[src/design/dcache_pkg.sv]
`default_nettype none

package dcache_pkg;

    localparam int ADDR_W         = 32;
    localparam int WORD_W         = 64;
    localparam int WSEL_W         = WORD_W / 8;
    localparam int WORDS_PER_LINE = 4;
    localparam int LINE_W         = WORD_W * WORDS_PER_LINE;
    localparam int OFFSET_W       = 5;     // 32-byte lines
    localparam int SETS           = 64;
    localparam int INDEX_W        = 6;
    localparam int WAYS           = 2;
    localparam int TAG_W          = ADDR_W - INDEX_W - OFFSET_W;
    localparam int SLOTS          = SETS * WAYS;

    typedef enum logic {
        OP_READ,
        OP_WRITE
    } cache_op_e;

    typedef enum logic [2:0] {
        ST_IDLE,
        ST_LOOKUP,
        ST_WRITEBACK,     // dirty victim going out
        ST_REFILL,        // waiting for the line
        ST_FLUSH_CHECK,
        ST_FLUSH_WB,
        ST_FLUSH_DONE
    } ctrl_state_e;

    // one core access, wdata already lane aligned
    typedef struct packed {
        cache_op_e           op;
        logic [ADDR_W-1:0]   addr;
        logic [WORD_W-1:0]   wdata;
        logic [WSEL_W-1:0]   wsel;
    } core_req_t;

    typedef struct packed {
        logic [ADDR_W-1:0]   addr;    // line aligned
        logic [LINE_W-1:0]   line;
    } mem_wr_t;

    // one line slot, also the flush walk position
    typedef struct packed {
        logic [INDEX_W-1:0]  index;
        logic                way;
    } line_sel_t;

endpackage

`default_nettype wire

[src/design/dcache_mem_port.sv]
`timescale 1ns/100ps
`default_nettype none

module dcache_mem_port (
    input  logic                          clk,
    input  logic                          rst,
    input  logic                          rd_start_i,
    input  logic                          wr_start_i,
    input  logic [dcache_pkg::ADDR_W-1:0] rd_addr_i,
    input  dcache_pkg::mem_wr_t           wr_i,
    input  logic                          mem_rd_ack_i,
    input  logic [dcache_pkg::LINE_W-1:0] mem_rd_line_i,
    input  logic                          mem_wr_ack_i,
    output logic                          mem_rd_req_o,
    output logic [dcache_pkg::ADDR_W-1:0] mem_rd_addr_o,
    output logic                          mem_wr_req_o,
    output dcache_pkg::mem_wr_t           mem_wr_o,
    output logic [dcache_pkg::LINE_W-1:0] fill_line_o,
    output logic                          mem_done_o
);
    import dcache_pkg::*;

    logic              rd_ack;
    logic              wr_ack;

    assign rd_ack      = mem_rd_req_o && mem_rd_ack_i;
    assign wr_ack      = mem_wr_req_o && mem_wr_ack_i;
    assign mem_done_o  = rd_ack || wr_ack;
    assign fill_line_o = mem_rd_line_i;   // array takes it in the ack cycle

    always_ff @(posedge clk) begin
        if (rst) begin
            mem_rd_req_o <= 1'b0;
            mem_wr_req_o <= 1'b0;
        end else begin
            if (rd_start_i) begin
                mem_rd_req_o <= 1'b1;
            end else if (rd_ack) begin
                mem_rd_req_o <= 1'b0;
            end
            if (wr_start_i) begin
                mem_wr_req_o <= 1'b1;
            end else if (wr_ack) begin
                mem_wr_req_o <= 1'b0;
            end
        end
    end

    // payloads, held steady while the request is up
    always_ff @(posedge clk) begin
        if (rd_start_i) begin
            mem_rd_addr_o <= rd_addr_i;
        end
        if (wr_start_i) begin
            mem_wr_o <= wr_i;
        end
    end

    rd_held: assert property (@(posedge clk) disable iff (rst)
        mem_rd_req_o && !mem_rd_ack_i |=> mem_rd_req_o && $stable(mem_rd_addr_o))
        else $error("read request dropped or moved before ack");

    wr_held: assert property (@(posedge clk) disable iff (rst)
        mem_wr_req_o && !mem_wr_ack_i |=> mem_wr_req_o && $stable(mem_wr_o.addr))
        else $error("write request dropped or moved before ack");

endmodule

`default_nettype wire

[config.mk]
export PLATFORM = sky130hd
export DESIGN_NAME = dcache_mem_port
export DESIGN_NICKNAME = d
export VERILOG_FILES = /design/src/design/dcache_pkg.sv /design/src/design/dcache_mem_port.sv
export SDC_FILE = /design/constraint.sdc
export NUM_CORES = 1
export LEC_CHECK = 0
export ABC_AREA = 1
export BUFFER_PORTS_ARGS = -buffer_cell sky130_fd_sc_hd__clkbuf_2
export CAP_MARGIN = 15
export CORE_AREA = 2 2 453 455
export CTS_CLUSTER_DIAMETER = 40
export DETAILED_ROUTE_END_ITERATION = 6
export DIE_AREA = 0 0 455 457
export GPL_TIMING_DRIVEN = 0
export PLACE_DENSITY = 0.34
export SKIP_LAST_GASP = 1
export SLEW_MARGIN = 10
export SYNTH_ARGS = -nofsm -noshare
export SYNTH_HDL_FRONTEND = slang
export SYNTH_SLANG_ARGS = --single-unit
[constraint.sdc]
create_clock -name clk -period 0.8 [get_ports clk]
set_input_delay 0.08 -clock clk [delete_from_list [all_inputs] [get_ports clk]]
set_output_delay 0.08 -clock clk [all_outputs]
set_load 0.1 [all_outputs]
### Word-level counts from Yosys, hierarchy flattened

Index checks and enable logic that the tools add are counted.

| operators by class | value |
|---|---|
| bitwise gates (word level) | 0 |
| $add $sub $neg | 0 |
| multiply operators | 0 |
| equality and inequality tests | 0 |
| muxes and demuxes | 4 |
| order comparisons | 0 |
| div/mod/pow operators | 0 |
| reductions and logical operators | 5 |
| shifts and indexed selects | 0 |

Operators by type and width:

| cell | number |
|---|---|
| $mux W1 | 4 |
| $reduce_bool A2 Y1 | 2 |
| $logic_and A1 B1 Y1 | 2 |
| $logic_or A1 B1 Y1 | 1 |

| storage, ports and cells | value |
|---|---|
| register bits after elaboration | 322 |
| memories | 0 |
| latch bits | 0 |
| bits of input ports | 582 |
| logic and storage cells | 14 |
| bits in read-only memories | 0 |
| memory bits (writable) | 0 |

### Depth between registers and ports, before layout

| depth | value |
|---|---|
| word-level depth | 3 |
| depth in mapped cells | 3 |
| mapped depth without buffers | 3 |

### Worst setup path after synthesis

No wires, ideal clock.

| path | value |
|---|---|
| path type | register -> output |
| start point | register mem_rd_req_o |
| end point | output port mem_done_o |
| stages on the path, launching flop included | 3 |
| buffers on the path | 0 |
| required time | 0.720 ns |
| data arrival time | 1.731 ns |
| slack | -1.011 ns |
| cells stage by stage | dfxtp_1 -> nand2_1 -> nand2_1 |

| between the ends | value |
|---|---|
| cells in the longest elaborated chain, start to end | 2 |

RTL lines:

| what | line | text |
|---|---|---|
| start, declared | dcache_mem_port.sv:14 | `output logic mem_rd_req_o,` |
| start signal, assigned | dcache_mem_port.sv:33 | `mem_rd_req_o <= 1'b0;` |
| start signal, assigned | dcache_mem_port.sv:37 | `mem_rd_req_o <= 1'b1;` |
| start signal, assigned | dcache_mem_port.sv:39 | `mem_rd_req_o <= 1'b0;` |
| $logic_and A1 B1 Y1 | dcache_mem_port.sv:26 | `assign rd_ack = mem_rd_req_o && mem_rd_ack_i;` |
| $logic_or A1 B1 Y1 | dcache_mem_port.sv:28 | `assign mem_done_o = rd_ack \|\| wr_ack;` |
| end, declared | dcache_mem_port.sv:19 | `output logic mem_done_o` |

Every way passes these cells.

### Worst setup path after layout

| path | value |
|---|---|
| start point | register mem_wr_o[196] (netlist name) |
| end point | output port mem_wr_o[196] (netlist name) |

RTL lines:

| what | line | text |
|---|---|---|
| start, declared | dcache_mem_port.sv:17 | `output dcache_pkg::mem_wr_t mem_wr_o,` |
| start signal, assigned | dcache_mem_port.sv:55 | `mem_wr_o <= wr_i;` |

No word-level cell between the ends.

==> results.toml <==
[status]
run_status = "complete, but fails checks"
violated_checks = "hold timing, setup timing"

[global_route]
globalRouteTotalUtil = 0.06420
globalRouteOverflowTotal = 0
antenna_found_initial = 41
grt_pass1_vias = 10336
grt_first_pass_wirelength_um = 88670
grt_max_degree = 43

[timing]
smallest_hold_slack_ns = -0.07117
setup_viol_count_final = 323
tightest_slew_ns = 0.9124
final_period_util = 1.899
final.min_clock_period_ns = 1.519
relSlewSlack = 0.3917
timing.clock.skew_ns = 0
final_hold_viol_count = 76
final.setup.worst_slack_ns = -0.7189
timing.fmax_mhz = 658.4
total_negative_setup_slack_ns = -167.29
rsz0062_at_grt = "yes"
drv_slew = 0

[place]
pre_cts_slack_ns = -1.597
placed_wire_length_estimate_um = 57040
buffer_ports.inserted = 904
post-place-cells = 4184
gp_congestion = 0.8417

[synth]
synth.avg_cell_area_um2 = 19.72
synth_area_leaders = "sky130_fd_sc_hd__edfxtp_1 83%, sky130_fd_sc_hd__buf_4 17%, sky130_fd_sc_hd__dfxtp_1 0.34%"
synth-main-ff-cell = "sky130_fd_sc_hd__edfxtp_1"
post-synth-top-count-cell = "sky130_fd_sc_hd__edfxtp_1"
async_flop_share = 0
synth_adder_area_share = 0
synth_seq_area_share = 0.8308
synth_top_cell_area_share = 0.8273
combinational_family_with_the_most_area_after_synthesis = "buffers and inverters"
synth.yosys.warnings = 0
synth_compound_area_frac = 0.0008618
synth.lib_cells_used.distinct = 6
dominant_cell_type_by_area_after_synthesis = "sky130_fd_sc_hd__edfxtp_1"
muxShareOfSynthArea = 0
syn_nets = 1171
synthXorXnorAreaFrac = 0
synthTopCellsByCount = "320 x sky130_fd_sc_hd__edfxtp_1, 256 x sky130_fd_sc_hd__buf_4, 5 x sky130_fd_sc_hd__nand2_1, 4 x sky130_fd_sc_hd__inv_1"
netlist_instances = 589
post_synth_and_or_nand_nor_area_fraction = 0.001616
syn-cell-area_mm2 = 0.01161
postSynthRegisterBits = 322
synth-edff-count = 320

[setup_path]
cells_traversed_along_the_worst_timing_path = "clkbuf_16"
cp_data_required_time_ns = 0.72
worstSetupEndpointType = "output pin"
timing.critical_path.from_type = "flop"
critical_path.max_stage_delay_ns = 0.52
critPathMaxFanout = 1
timing.critical_path.max_delay_family = "flip-flops"
setup.worst_path.class = "flop to output pin"
cp_buf_inv_count = 1
crit_slowest_cell = "sky130_fd_sc_hd__edfxtp_1"
worst-endpoint-arrival_ns = 1.44

[cts]
tritoncts.num_buffers = 76
worst_skew_pair.late_latency_ns = 0.63
clock_path_buffers = 3
cts_tree = "built"
cts_sinks = 322
cts-root-buf = "sky130_fd_sc_hd__clkbuf_16"
clk_pin_slew_worst_paths_ns = 0.05
cts_hold_buf = 323
cts_max_level = 3

[floorplanning]
chip_height_um = 457
io-pin-count = 1161
die-area_mm2 = 0.2079
floorplan.initialDensity = 0.05712
rows = 166
dieWidth_um = 455
placeableCoreArea_mm2 = 0.2033

[drt]
drt-initial-drc-count = 559
drc = 0
wl_per_cell_um = 15.30
number_of_nets_with_antenna_violations_after_detailed_routing = 0
routed_wirelength_um = 71410
vias_per_std_cell = 2.196
drtPass1Iterations = 5
dr_total_vias = 10248

[layout]
final-instance-count-excl-fill = 4666
final_layout_size_suffix_gt1_frac = 0.6629
number_of_nets_in_the_layout = 2489
syn2layout_area_growth_pct = 150.0
post-route-util = 0.1428

[power_and_ir_drop]
reported_leakage_power_nw = 12.06
p_per_area_mw_per_mm2 = 2648
max-vdd-ir-drop_mv = 1.100

[hold_path]
hp-class = "input pin to flop"

[flow_run]
count_of_max_cap_constraint_violations = 0
## routing by layer
layer	track usage	vias to the layer above	part of all wire
met5	0	-	0.00038
met4	0.02909	4	0.036
met3	0.02230	138	0.098
met2	0.1142	742	0.51
met1	0.06741	4796	0.35
li1	-	4568	-
## report_power, final
group	internal (mW)	switching, mW
Combinational	6.33	17.2
Sequential	20.2	0.973
Clock	21.1	11.2
## repair_timing
item                                    4_1_cts  5_1_grt
endpoints found under the setup margin      481      329
endpoints found under the hold margin       398       76
buffers inserted                              3        1
pin swaps                                     2        3
cloned                                        6        0
gates resized for setup                     657      318
## flip-flops by register name, indices dropped and copies added (netlist names)
name           flops
mem_wr_o         288
mem_rd_req_o       1
mem_wr_req_o       1
mem_rd_addr_o     32
## cell families (layout without fill, tap and decap cells)
family                 after synthesis  count (layout)
AOI/OAI and AO/OA                    2               2
other                                0              11
and+or+nand+nor                      5               5
buffers and inverters              260            1638
DFF                                322             322
## area by class of cell
type                            instances  area [µm²]
Fill cell                           22627      174300
Buffer                                256        1922
Sequential cell                       322        9657
Timing Repair Buffer                 1240       11400
Clock buffer                           85        1957
Tap cell                             2688        3363
Clock inverter                         53       645.6
Inverter                                4       15.01
Multi-Input combinational cell          7       60.06
Antenna cell                           11       27.53
## final timing paths
| check | end | slack [ns] | startpoint | depth (start not counted) |
|---|---|---|---|---|
| max | mem_wr_o[196] | -0.72 | mem_wr_o[196] | 1 |
| min | mem_wr_o[249] | -0.07 | wr_start_i | 1 |
| max reg2reg | mem_wr_req_o | 0.12 | mem_wr_req_o | 3 |
| min reg2reg | mem_rd_req_o | 0.52 | mem_rd_req_o | 2 |
## placed cells by master, fill, tap and decap left out
cell type                       Yosys  routed
sky130_fd_sc_hd__nand2_8            0       1
sky130_fd_sc_hd__buf_16             0       4
sky130_fd_sc_hd__inv_16             0       2
sky130_fd_sc_hd__diode_2            0      11
sky130_fd_sc_hd__clkinvlp_4         0       7
sky130_fd_sc_hd__buf_6              0       1
sky130_fd_sc_hd__bufbuf_16          0       4
sky130_fd_sc_hd__buf_8              0     314
sky130_fd_sc_hd__clkinv_4           0       5
sky130_fd_sc_hd__inv_8              0       2
sky130_fd_sc_hd__clkbuf_1           0       8
sky130_fd_sc_hd__clkinv_1           0       4
sky130_fd_sc_hd__clkbuf_2           0     580
sky130_fd_sc_hd__inv_6              0      15
sky130_fd_sc_hd__inv_1              4       4
sky130_fd_sc_hd__nand2_4            0       2
sky130_fd_sc_hd__clkinv_2           0       8
sky130_fd_sc_hd__buf_12             0       2
sky130_fd_sc_hd__nand2_1            5       2
sky130_fd_sc_hd__bufinv_16          0      10
sky130_fd_sc_hd__buf_4            256     258
sky130_fd_sc_hd__clkbuf_8           0       1
sky130_fd_sc_hd__a21oi_1            2       2
sky130_fd_sc_hd__dlygate4sd3_1      0     323
sky130_fd_sc_hd__dfxtp_4            0       2
sky130_fd_sc_hd__edfxtp_1         320     320
sky130_fd_sc_hd__clkbuf_16          0      86
## stage by stage
step	cell area (µm²)	power [mW]
2_1_floorplan	11640	36.40
3_3_place_gp	19530	40.59
3_5_place_dp	19620	40.42
4_1_cts	28610	77.61
5_1_grt	29040	79.60
6_report	29040	76.90
Power figures use the tool's default switching activity.
