`src/design/dcache_pkg.sv`:
```
`default_nettype none

package dcache_pkg;

    localparam int ADDR_W         = 32;
    localparam int WORD_W         = 64;
    localparam int WSEL_W         = WORD_W / 8;
    localparam int WORDS_PER_LINE = 4;
    localparam int LINE_W         = WORD_W * WORDS_PER_LINE;
    localparam int OFFSET_W       = 5;     // 32-byte lines
    localparam int SETS           = 64;
    localparam int INDEX_W        = 6;
    localparam int WAYS           = 2;
    localparam int TAG_W          = ADDR_W - INDEX_W - OFFSET_W;
    localparam int SLOTS          = SETS * WAYS;

    typedef enum logic {
        OP_READ,
        OP_WRITE
    } cache_op_e;

    typedef enum logic [2:0] {
        ST_IDLE,
        ST_LOOKUP,
        ST_WRITEBACK,     // dirty victim going out
        ST_REFILL,        // waiting for the line
        ST_FLUSH_CHECK,
        ST_FLUSH_WB,
        ST_FLUSH_DONE
    } ctrl_state_e;

    // one core access, wdata already lane aligned
    typedef struct packed {
        cache_op_e           op;
        logic [ADDR_W-1:0]   addr;
        logic [WORD_W-1:0]   wdata;
        logic [WSEL_W-1:0]   wsel;
    } core_req_t;

    typedef struct packed {
        logic [ADDR_W-1:0]   addr;    // line aligned
        logic [LINE_W-1:0]   line;
    } mem_wr_t;

    // one line slot, also the flush walk position
    typedef struct packed {
        logic [INDEX_W-1:0]  index;
        logic                way;
    } line_sel_t;

endpackage

`default_nettype wire

```
`src/design/dcache_ctrl.sv`:
```
`timescale 1ns/100ps
`default_nettype none

module dcache_ctrl (
    input  logic                          clk,
    input  logic                          rst,
    input  logic                          req_valid_i,
    input  dcache_pkg::core_req_t         req_i,
    input  logic                          flush_i,
    input  logic                          hit_i,
    input  logic                          hit_way_i,
    input  logic                          victim_way_i,
    input  logic                          victim_dirty_i,
    input  logic                          victim_valid_i,
    input  logic [dcache_pkg::TAG_W-1:0]  victim_tag_i,
    input  logic                          mem_done_i,
    output logic                          done_o,
    output logic                          flush_done_o,
    output dcache_pkg::line_sel_t         sel_o,
    output dcache_pkg::core_req_t         req_o,
    output logic                          tag_we_o,
    output logic                          lru_touch_o,
    output logic                          clean_o,
    output logic                          inval_all_o,
    output logic                          data_we_o,
    output logic                          fill_o,
    output logic                          mem_rd_start_o,
    output logic                          mem_wr_start_o,
    output logic [dcache_pkg::ADDR_W-1:0] wb_addr_o
);
    import dcache_pkg::*;

    ctrl_state_e      state_q;
    ctrl_state_e      state_d;
    core_req_t        req_q;
    logic [INDEX_W:0] cnt_q;       // {set, way} walked by flush
    logic             cnt_last;
    logic             flush_walk;
    logic             accept;

    assign accept     = (state_q == ST_IDLE) && !flush_i && req_valid_i;
    assign flush_walk = (state_q == ST_FLUSH_CHECK) || (state_q == ST_FLUSH_WB);
    assign cnt_last   = (cnt_q == SLOTS - 1);
    assign req_o      = req_q;

    // flush walks the counter, otherwise hit way or the LRU victim
    assign sel_o.index = flush_walk ? cnt_q[INDEX_W:1] : req_q.addr[OFFSET_W +: INDEX_W];
    assign sel_o.way   = flush_walk ? cnt_q[0] : (hit_i ? hit_way_i : victim_way_i);
    assign wb_addr_o   = {victim_tag_i, sel_o.index, {OFFSET_W{1'b0}}};

    always_ff @(posedge clk) begin
        if (accept) begin
            req_q <= req_i;
        end
    end

    always_ff @(posedge clk) begin
        if (rst) begin
            state_q <= ST_IDLE;
            cnt_q   <= '0;
        end else begin
            state_q <= state_d;
            if (state_q == ST_IDLE) begin
                cnt_q <= '0;
            end else if (state_q == ST_FLUSH_CHECK && !(victim_valid_i && victim_dirty_i)) begin
                cnt_q <= cnt_q + 1'b1;    // clean slot, skip it
            end else if (state_q == ST_FLUSH_WB && mem_done_i) begin
                cnt_q <= cnt_q + 1'b1;
            end
        end
    end

    always_comb begin
        state_d        = state_q;
        done_o         = 1'b0;
        flush_done_o   = 1'b0;
        tag_we_o       = 1'b0;
        lru_touch_o    = 1'b0;
        clean_o        = 1'b0;
        inval_all_o    = 1'b0;
        data_we_o      = 1'b0;
        fill_o         = 1'b0;
        mem_rd_start_o = 1'b0;
        mem_wr_start_o = 1'b0;
        case (state_q)
            ST_IDLE: begin
                if (flush_i) begin
                    state_d = ST_FLUSH_CHECK;
                end else if (req_valid_i) begin
                    state_d = ST_LOOKUP;
                end
            end
            ST_LOOKUP: begin
                if (hit_i) begin
                    done_o      = 1'b1;
                    lru_touch_o = 1'b1;
                    data_we_o   = (req_q.op == OP_WRITE);
                    state_d     = ST_IDLE;
                end else if (victim_valid_i && victim_dirty_i) begin
                    mem_wr_start_o = 1'b1;
                    state_d        = ST_WRITEBACK;
                end else begin
                    mem_rd_start_o = 1'b1;
                    state_d        = ST_REFILL;
                end
            end
            ST_WRITEBACK: begin
                if (mem_done_i) begin
                    mem_rd_start_o = 1'b1;
                    state_d        = ST_REFILL;
                end
            end
            ST_REFILL: begin
                fill_o = 1'b1;
                if (mem_done_i) begin
                    tag_we_o  = 1'b1;
                    data_we_o = 1'b1;
                    state_d   = ST_LOOKUP;   // finish as a hit
                end
            end
            ST_FLUSH_CHECK: begin
                if (victim_valid_i && victim_dirty_i) begin
                    mem_wr_start_o = 1'b1;
                    state_d        = ST_FLUSH_WB;
                end else if (cnt_last) begin
                    state_d = ST_FLUSH_DONE;
                end
            end
            ST_FLUSH_WB: begin
                if (mem_done_i) begin
                    clean_o = 1'b1;
                    state_d = cnt_last ? ST_FLUSH_DONE : ST_FLUSH_CHECK;
                end
            end
            ST_FLUSH_DONE: begin
                inval_all_o  = 1'b1;
                flush_done_o = 1'b1;
                state_d      = ST_IDLE;
            end
            default: state_d = ST_IDLE;
        endcase
    end

    // the memory port holds one transaction at a time
    done_in_wait: assert property (@(posedge clk) disable iff (rst)
        mem_done_i |-> (state_q == ST_WRITEBACK) || (state_q == ST_REFILL) ||
                       (state_q == ST_FLUSH_WB))
        else $error("memory completion while no transaction was waited on");

endmodule

`default_nettype wire

```
`config.mk`:
```
export PLATFORM = sky130hd
export DESIGN_NAME = dcache_ctrl
export DESIGN_NICKNAME = d
export VERILOG_FILES = /design/src/design/dcache_pkg.sv /design/src/design/dcache_ctrl.sv
export SDC_FILE = /design/constraint.sdc
export NUM_CORES = 1
export LEC_CHECK = 0
export BUFFER_PORTS_ARGS = -buffer_cell sky130_fd_sc_hd__buf_4
export CORE_MARGIN = 2
export CORE_UTILIZATION = 33
export CTS_CLUSTER_DIAMETER = 60
export CTS_CLUSTER_SIZE = 40
export DETAILED_ROUTE_END_ITERATION = 10
export HOLD_SLACK_MARGIN = 0.05
export PLACE_DENSITY_LB_ADDON = 0.25
export SYNTH_ARGS = -nofsm -noshare
export SYNTH_HDL_FRONTEND = slang
export SYNTH_SLANG_ARGS = --single-unit
```
`constraint.sdc`:
```
create_clock -name clk -period 8.42 [get_ports clk]
set_clock_uncertainty 0.05 [all_clocks]
set_input_delay 2.526 -clock clk [delete_from_list [all_inputs] [get_ports clk]]
set_output_delay 2.526 -clock clk [all_outputs]
set_load 0.1 [all_outputs]
```
After elaboration in Yosys (flattened, before gate mapping):

Cells that the tools add are included.

* register bits: 115
* bits of input ports: 136
* output and inout port bits: 154
* word-level logic and storage cells: 62

* add/subtract/negate cells: 1
* equal/unequal tests: 12
* mux-type cells: 31
* reductions and logical operators: 12

Operator list (number)
* 2-to-1 mux 3 bit: 7
* case mux 3 bit (6 select lines): 1
* 2-to-1 mux 1 bit: 15
* 2-to-1 mux 7 bit: 2
* equality test 3 bit (second input constant): 3
* adder 7 x 1 -> 7 bit (second input constant): 1
* equality test 7 bit (second input constant): 1
* equality test 3 x 2 -> 1 bit (second input constant): 2
* 2-to-1 mux 6 bit: 1
* inequality test 2 bit (second input constant): 3
* case mux 1 bit (2 select lines): 3
* logical AND 1 bit: 5
* AND reduction 5 bit: 1
* 2-to-1 mux 2 bit: 2
* equality test 3 x 1 -> 1 bit (second input constant): 1
* logical NOT 3 bit: 1
* inequality test 3 x 2 -> 1 bit (second input constant): 1
* inequality test 3 bit (second input constant): 1
* logical NOT 1 bit: 2
* nonzero test 2 bit: 1
* OR reduction 2 bit: 1
* logical OR 1 bit: 1

Logic depth before layout (Yosys ltp):

* depth in word-level cells: 4
* gate-level depth with buffers: 6
* gate-level depth less buffers: 6

Worst setup path before layout:

OpenSTA, ideal clock, no wires.

* path kind: input -> output
* start point: input victim_valid_i
* end point: output mem_wr_start_o
* data arrival time: 4764 ps
* data required time: 5844 ps
* path slack: 1080 ps
* cell stages on the path: 2
* path buffers: 0
* cells stage by stage: nand2_1 -> nor3_1

* word-level cells in the longest chain between the ends: 4

RTL lines
* start, declared: line dcache_ctrl.sv:14 `input logic victim_valid_i,`
* logical AND 1 bit (*): line dcache_ctrl.sv:99, dcache_ctrl.sv:122
* 2-to-1 mux 1 bit (*): line dcache_ctrl.sv:99, dcache_ctrl.sv:122
* 2-to-1 mux 1 bit: line dcache_ctrl.sv:94 `if (hit_i) begin`
* case mux 1 bit (2 select lines) (*): line dcache_ctrl.sv:85 `case (state_q)`
* end, declared: line dcache_ctrl.sv:28 `output logic mem_wr_start_o,`

Mark *: on every way between the ends. The rest lies on a longest branch, timed or not.

Worst setup path in the final report:

* start point: input victim_valid_i
* end point: output mem_rd_start_o

* word-level cells in the longest chain between the ends: 4

RTL lines
* logical AND 1 bit: line dcache_ctrl.sv:99 `end else if (victim_valid_i && victim_dirty_i) begin`
* 2-to-1 mux 1 bit: line dcache_ctrl.sv:99
* 2-to-1 mux 1 bit: line dcache_ctrl.sv:94
* case mux 1 bit (2 select lines): line dcache_ctrl.sv:85
* end, declared: line dcache_ctrl.sv:27 `output logic mem_rd_start_o,`

No other way between the ends.

==> flow_summary.html <==
<table>
<tr><th>Metric</th><th>Value</th></tr>
<tr><th colspan="2">Global routing</th></tr>
<tr><td>Highest-utilization routing layer at the global route stage</td><td>met2</td></tr>
<tr><td>Initial antenna violation count</td><td>0</td></tr>
<tr><td>Met3 track demand over resource in global routing</td><td>7.94%</td></tr>
<tr><td>Global routing usage on met2</td><td>24.7%</td></tr>
<tr><td>Via count of the first global-routing pass</td><td>2809</td></tr>
<tr><td>Maximum number of pins on one net before global-route repair</td><td>65</td></tr>
<tr><td>Global-route usage over all layers</td><td>15.1%</td></tr>
<tr><td>First-pass GRT wire length</td><td>14700 µm</td></tr>
<tr><td>GRT Residual Overflow</td><td>0</td></tr>
<tr><td>Met1 capacity usage during global routing</td><td>15.1%</td></tr>
<tr><th colspan="2">STA</th></tr>
<tr><td>RSZ-0062 raised after global routing</td><td>false</td></tr>
<tr><td>Sum of negative setup slack</td><td>0 ns</td></tr>
<tr><td>Pin slew with the least headroom to its limit</td><td>0.817 ns</td></tr>
<tr><td>Min Clock Period, post-route</td><td>about 6.2 ns</td></tr>
<tr><td>Count of pins over their slew limit</td><td>0</td></tr>
<tr><td>Final setup fails</td><td>0</td></tr>
<tr><td>Final setup slack of the worst path</td><td>~2.2 ns</td></tr>
<tr><td>Post-route worst hold slack</td><td>0.455 ns</td></tr>
<tr><td>Max-slew headroom at the worst pin</td><td>45.6%</td></tr>
<tr><td>Final Hold Fails</td><td>0</td></tr>
<tr><td>Maximum clock frequency</td><td>161 MHz</td></tr>
<tr><td>Period utilization</td><td>73.7%</td></tr>
<tr><th colspan="2">Detailed routing</th></tr>
<tr><td>Detailed-routing iteration count for the pre-antenna-repair pass</td><td>4</td></tr>
<tr><td>Routed len/inst</td><td>16.0 µm</td></tr>
<tr><td>Via count</td><td>2858</td></tr>
<tr><td>Drt via density</td><td>4.34</td></tr>
<tr><td>Count of antenna-violating nets left after detailed routing</td><td>0</td></tr>
<tr><td>DRC violation count after routing</td><td>0</td></tr>
<tr><td>Final routed wirelength across all metal layers</td><td>10500 µm</td></tr>
<tr><td>DR iter-0 viols</td><td>170</td></tr>
<tr><th colspan="2">Place</th></tr>
<tr><td>RePlAce Congestion</td><td>between 0.7 and 0.8</td></tr>
<tr><td>Cell area reported after detailed placement</td><td>5940 µm²</td></tr>
<tr><td>IO Port Bufs</td><td>~240</td></tr>
<tr><td>Placed wire-length estimate after detailed placement</td><td>7860 µm</td></tr>
<tr><td>Worst slack at placement</td><td>2.23 ns</td></tr>
<tr><th colspan="2">Power and ir drop</th></tr>
<tr><td>Share of total power in sequential cells</td><td>35.4%</td></tr>
<tr><td>Pwr Density</td><td>302 nW/µm²</td></tr>
<tr><td>Worst VDD drop</td><td>0.165 mV</td></tr>
<tr><td>Net switching power figure</td><td>0.722 mW</td></tr>
<tr><td>Clock network power share</td><td>36.0%</td></tr>
<tr><td>Internal power of the cells</td><td>1.25 mW</td></tr>
<tr><td>Comb pwr share</td><td>roughly 28%</td></tr>
<tr><td>Sw Share</td><td>36.6%</td></tr>
<tr><td>Leakage</td><td>2.72 nW</td></tr>
<tr><th colspan="2">Worst setup path</th></tr>
<tr><td>Timing endpoint of the critical path</td><td>mem_rd_start_o</td></tr>
<tr><td>Worst R2R End</td><td>req_o[104]</td></tr>
<tr><td>Class of the most critical setup path</td><td>input pin to output pin</td></tr>
<tr><td>Worst EP arrival</td><td>3.63 ns</td></tr>
<tr><td>R2R cell count</td><td>3</td></tr>
<tr><td>Startpoint Class</td><td>input pin</td></tr>
<tr><td>Crit. Startpoint</td><td>victim_valid_i</td></tr>
<tr><td>Worst EP required</td><td>between 5 and 6 ns</td></tr>
<tr><td>Worst setup EP type</td><td>output pin</td></tr>
<tr><td>Highest net fanout along the worst path</td><td>8</td></tr>
<tr><td>Worst flop-to-flop path startpoint</td><td>state_q[2]</td></tr>
<tr><td>Reg2Reg Setup Slack</td><td>5.77 ns</td></tr>
<tr><th colspan="2">Synth</th></tr>
<tr><td>Yosys cell types</td><td>37</td></tr>
<tr><td>Count of yosys warnings during synthesis</td><td>0</td></tr>
<tr><td>Area of the mapped netlist</td><td>4160 µm²</td></tr>
<tr><td>Part of the Yosys area used for sequential elements</td><td>just over 80%</td></tr>
<tr><td>Post-Syn Area per Cell</td><td>16.9 µm²</td></tr>
<tr><td>Cells after synthesis</td><td>246</td></tr>
<tr><td>Flip-flop and latch count after synthesis</td><td>115</td></tr>
<tr><th colspan="2">Floorplan</th></tr>
<tr><td>Starting Density</td><td>33.4%</td></tr>
<tr><td>Horizontal die dimension</td><td>116 µm</td></tr>
<tr><td>Ports placed on the boundary</td><td>290</td></tr>
<tr><td>Die Y</td><td>approximately 120 µm</td></tr>
<tr><td>Count of standard-cell rows</td><td>41</td></tr>
<tr><td>Die ar.</td><td>about 14000 µm²</td></tr>
<tr><td>Core area</td><td>12500 µm²</td></tr>
<tr><th colspan="2">Run status</th></tr>
<tr><td>Outcome</td><td>complete, no violations</td></tr>
<tr><th colspan="2">Hold path</th></tr>
<tr><td>Critical hold path startpoint</td><td>cnt_q[6]</td></tr>
<tr><td>Min-delay worst type</td><td>register to register</td></tr>
<tr><th colspan="2">Cells and area</th></tr>
<tr><td>Finished Cell Area</td><td>6530 µm²</td></tr>
<tr><td>Total area of multi-input combinational cells</td><td>~540 µm²</td></tr>
<tr><td>Number of fillers in the final layout</td><td>1058</td></tr>
<tr><td>Register area</td><td>3350 µm²</td></tr>
<tr><td>P&amp;R area growth vs syn</td><td>57.1%</td></tr>
<tr><td>Core Util, Final</td><td>52.4%</td></tr>
<tr><td>Final net count</td><td>approximately 610</td></tr>
<tr><td>Share of post-route cells with drive strength above 1</td><td>57.1%</td></tr>
<tr><td>Number of antenna diodes</td><td>0</td></tr>
<tr><th colspan="2">Clock network</th></tr>
<tr><td>Count of hold-fix buffers inserted at cts</td><td>0</td></tr>
<tr><td>Number of H-tree branching levels</td><td>4</td></tr>
<tr><td>Number of gates resized after CTS</td><td>0</td></tr>
<tr><td>CTS buffer count</td><td>17</td></tr>
<tr><td>Clock root cell</td><td>sky130_fd_sc_hd__clkbuf_16</td></tr>
<tr><td>Clock insertion delay at the later pin of the skew report</td><td>0.40 ns</td></tr>
<tr><td>Number of post-CTS setup repair buffers</td><td>0</td></tr>
<tr><td>Sink count of the clock tree</td><td>115</td></tr>
<tr><td>CTS clock-pin slew for the worst setup and hold paths</td><td>about 0.050 ns</td></tr>
<tr><td>Bufs on Longest Clock Path</td><td>2</td></tr>
<tr><td>Clock tree from TritonCTS</td><td>done</td></tr>
<tr><th colspan="2">Flow run</th></tr>
<tr><td>Max-cap viol count</td><td>0</td></tr>
</table>
## stage by stage
stage / instances / power, mW
finish: 659 / 1.98
global placement: 627 / 1.27
global route: 659 / 2.04
CTS: 659 / 2.00
floorplan: 250 / 1.20
detailed placement: 627 / 1.28
## power groups by stage
stage / sequential (mW) / clock, mW / combinational, mW
2_1_floorplan: 0.978 / 0 / 0.221
3_3_place_gp: 0.709 / 0 / 0.564
3_5_place_dp: 0.711 / 0 / 0.567
4_1_cts: 0.700 / 0.728 / 0.567
5_1_grt: 0.704 / 0.752 / 0.581
6_report: 0.700 / 0.712 / 0.564
## sequential cells by signal, summed over array words and instances (netlist names)
signal   flops
req_o      105
cnt_q        7
state_q      3
## kinds of logic after synthesis
logic type / synth area share, %
AO/OA/AOI/OAI: 4.45
XOR/XNOR: 0.421
adder cells (fa/ha/maj): 0.301
buffers and inverters: 6.95
flip-flops: 80.6
multiplexers: 0.481
other: 0.0902
AND/OR/NAND/NOR: 6.68
## layout by cell type, fill, tap and decap left out, types with 3 or more instances in the layout
cell type / instances
sky130_fd_sc_hd__buf_4: 243
sky130_fd_sc_hd__clkbuf_16: 17
sky130_fd_sc_hd__nor3_1: 3
sky130_fd_sc_hd__conb_1: 5
sky130_fd_sc_hd__dfxtp_1: 10
sky130_fd_sc_hd__a21oi_1: 9
sky130_fd_sc_hd__or3_1: 4
sky130_fd_sc_hd__clkinv_2: 4
sky130_fd_sc_hd__o21ai_0: 6
sky130_fd_sc_hd__edfxtp_1: 105
sky130_fd_sc_hd__bufinv_16: 3
sky130_fd_sc_hd__nand2_1: 23
sky130_fd_sc_hd__nor2_1: 10
sky130_fd_sc_hd__clkinvlp_4: 3
## worst max-delay path: stages
cell and delay, ns:
sky130_fd_sc_hd__buf_4 0.11, sky130_fd_sc_hd__nand2_1 0.21, sky130_fd_sc_hd__nor4b_1 0.28, sky130_fd_sc_hd__a21oi_1 0.08, sky130_fd_sc_hd__nor2_1 0.11, sky130_fd_sc_hd__buf_4 0.31
## final cells by class
| class | count | share of cell area, % |
|---|---|---|
| flip-flops and latches | 115 | 51.3 |
| repair buffers | 243 | 27.9 |
| multi-input cells | 94 | 8.22 |
| clock buffers | 18 | 6.57 |
| well taps | 172 | 3.29 |
| clock inverters | 14 | 2.49 |
| inverters | 3 | 0.172 |
## cells in the mapped netlist
master	number	area, µm²
sky130_fd_sc_hd__a211oi_1	2	15.0
sky130_fd_sc_hd__a211oi_2	1	12.5
sky130_fd_sc_hd__a21o_1	2	15.0
sky130_fd_sc_hd__a21oi_1	9	45.0
sky130_fd_sc_hd__a31oi_1	2	12.5
sky130_fd_sc_hd__and2_1	2	12.5
sky130_fd_sc_hd__and2_2	1	7.51
sky130_fd_sc_hd__and2b_1	1	7.51
sky130_fd_sc_hd__and3_1	3	18.8
sky130_fd_sc_hd__and4bb_1	1	12.5
sky130_fd_sc_hd__buf_2	3	15.0
sky130_fd_sc_hd__buf_4	35	263
sky130_fd_sc_hd__conb_1	1	3.75
sky130_fd_sc_hd__dfxtp_1	10	200
sky130_fd_sc_hd__edfxtp_1	105	3150
sky130_fd_sc_hd__ha_1	1	12.5
sky130_fd_sc_hd__inv_1	2	7.51
sky130_fd_sc_hd__inv_2	1	3.75
sky130_fd_sc_hd__mux2i_1	2	20.0
sky130_fd_sc_hd__nand2_1	23	86.3
sky130_fd_sc_hd__nand2b_1	2	12.5
sky130_fd_sc_hd__nand4_1	2	12.5
sky130_fd_sc_hd__nor2_1	10	37.5
sky130_fd_sc_hd__nor2b_1	1	6.26
sky130_fd_sc_hd__nor3_1	3	15.0
sky130_fd_sc_hd__nor3b_1	2	15.0
sky130_fd_sc_hd__nor4b_1	1	8.76
sky130_fd_sc_hd__o2111ai_1	1	8.76
sky130_fd_sc_hd__o2111ai_2	1	15.0
sky130_fd_sc_hd__o211ai_1	1	7.51
sky130_fd_sc_hd__o21ai_0	6	30.0
sky130_fd_sc_hd__o22a_1	1	8.76
sky130_fd_sc_hd__o22ai_1	1	6.26
sky130_fd_sc_hd__o32ai_1	1	8.76
sky130_fd_sc_hd__or3_1	4	25.0
sky130_fd_sc_hd__xnor2_1	1	8.76
sky130_fd_sc_hd__xor2_1	1	8.76
## per-layer routing
layer / wire length (µm) / up-vias
met3: 1200 / 23
li1: - / 1331
met4: 319 / 0
met5: 0 / -
met2: 5510 / 157
met1: 3510 / 1347
## how the worst min path moves through the flow
stage                     slack (ns)  cells after the start  endpoint
final                           0.46                      2  cnt_q[6]
after global routing            0.48                      2  cnt_q[6]
after CTS                       0.45                      2  cnt_q[6]
after detailed placement        0.44                      2  cnt_q[6]
after global placement          0.44                      2  cnt_q[6]
after floorplan                 0.42                      2  cnt_q[6]
Note: power is estimated with default switching activity, not from simulation.
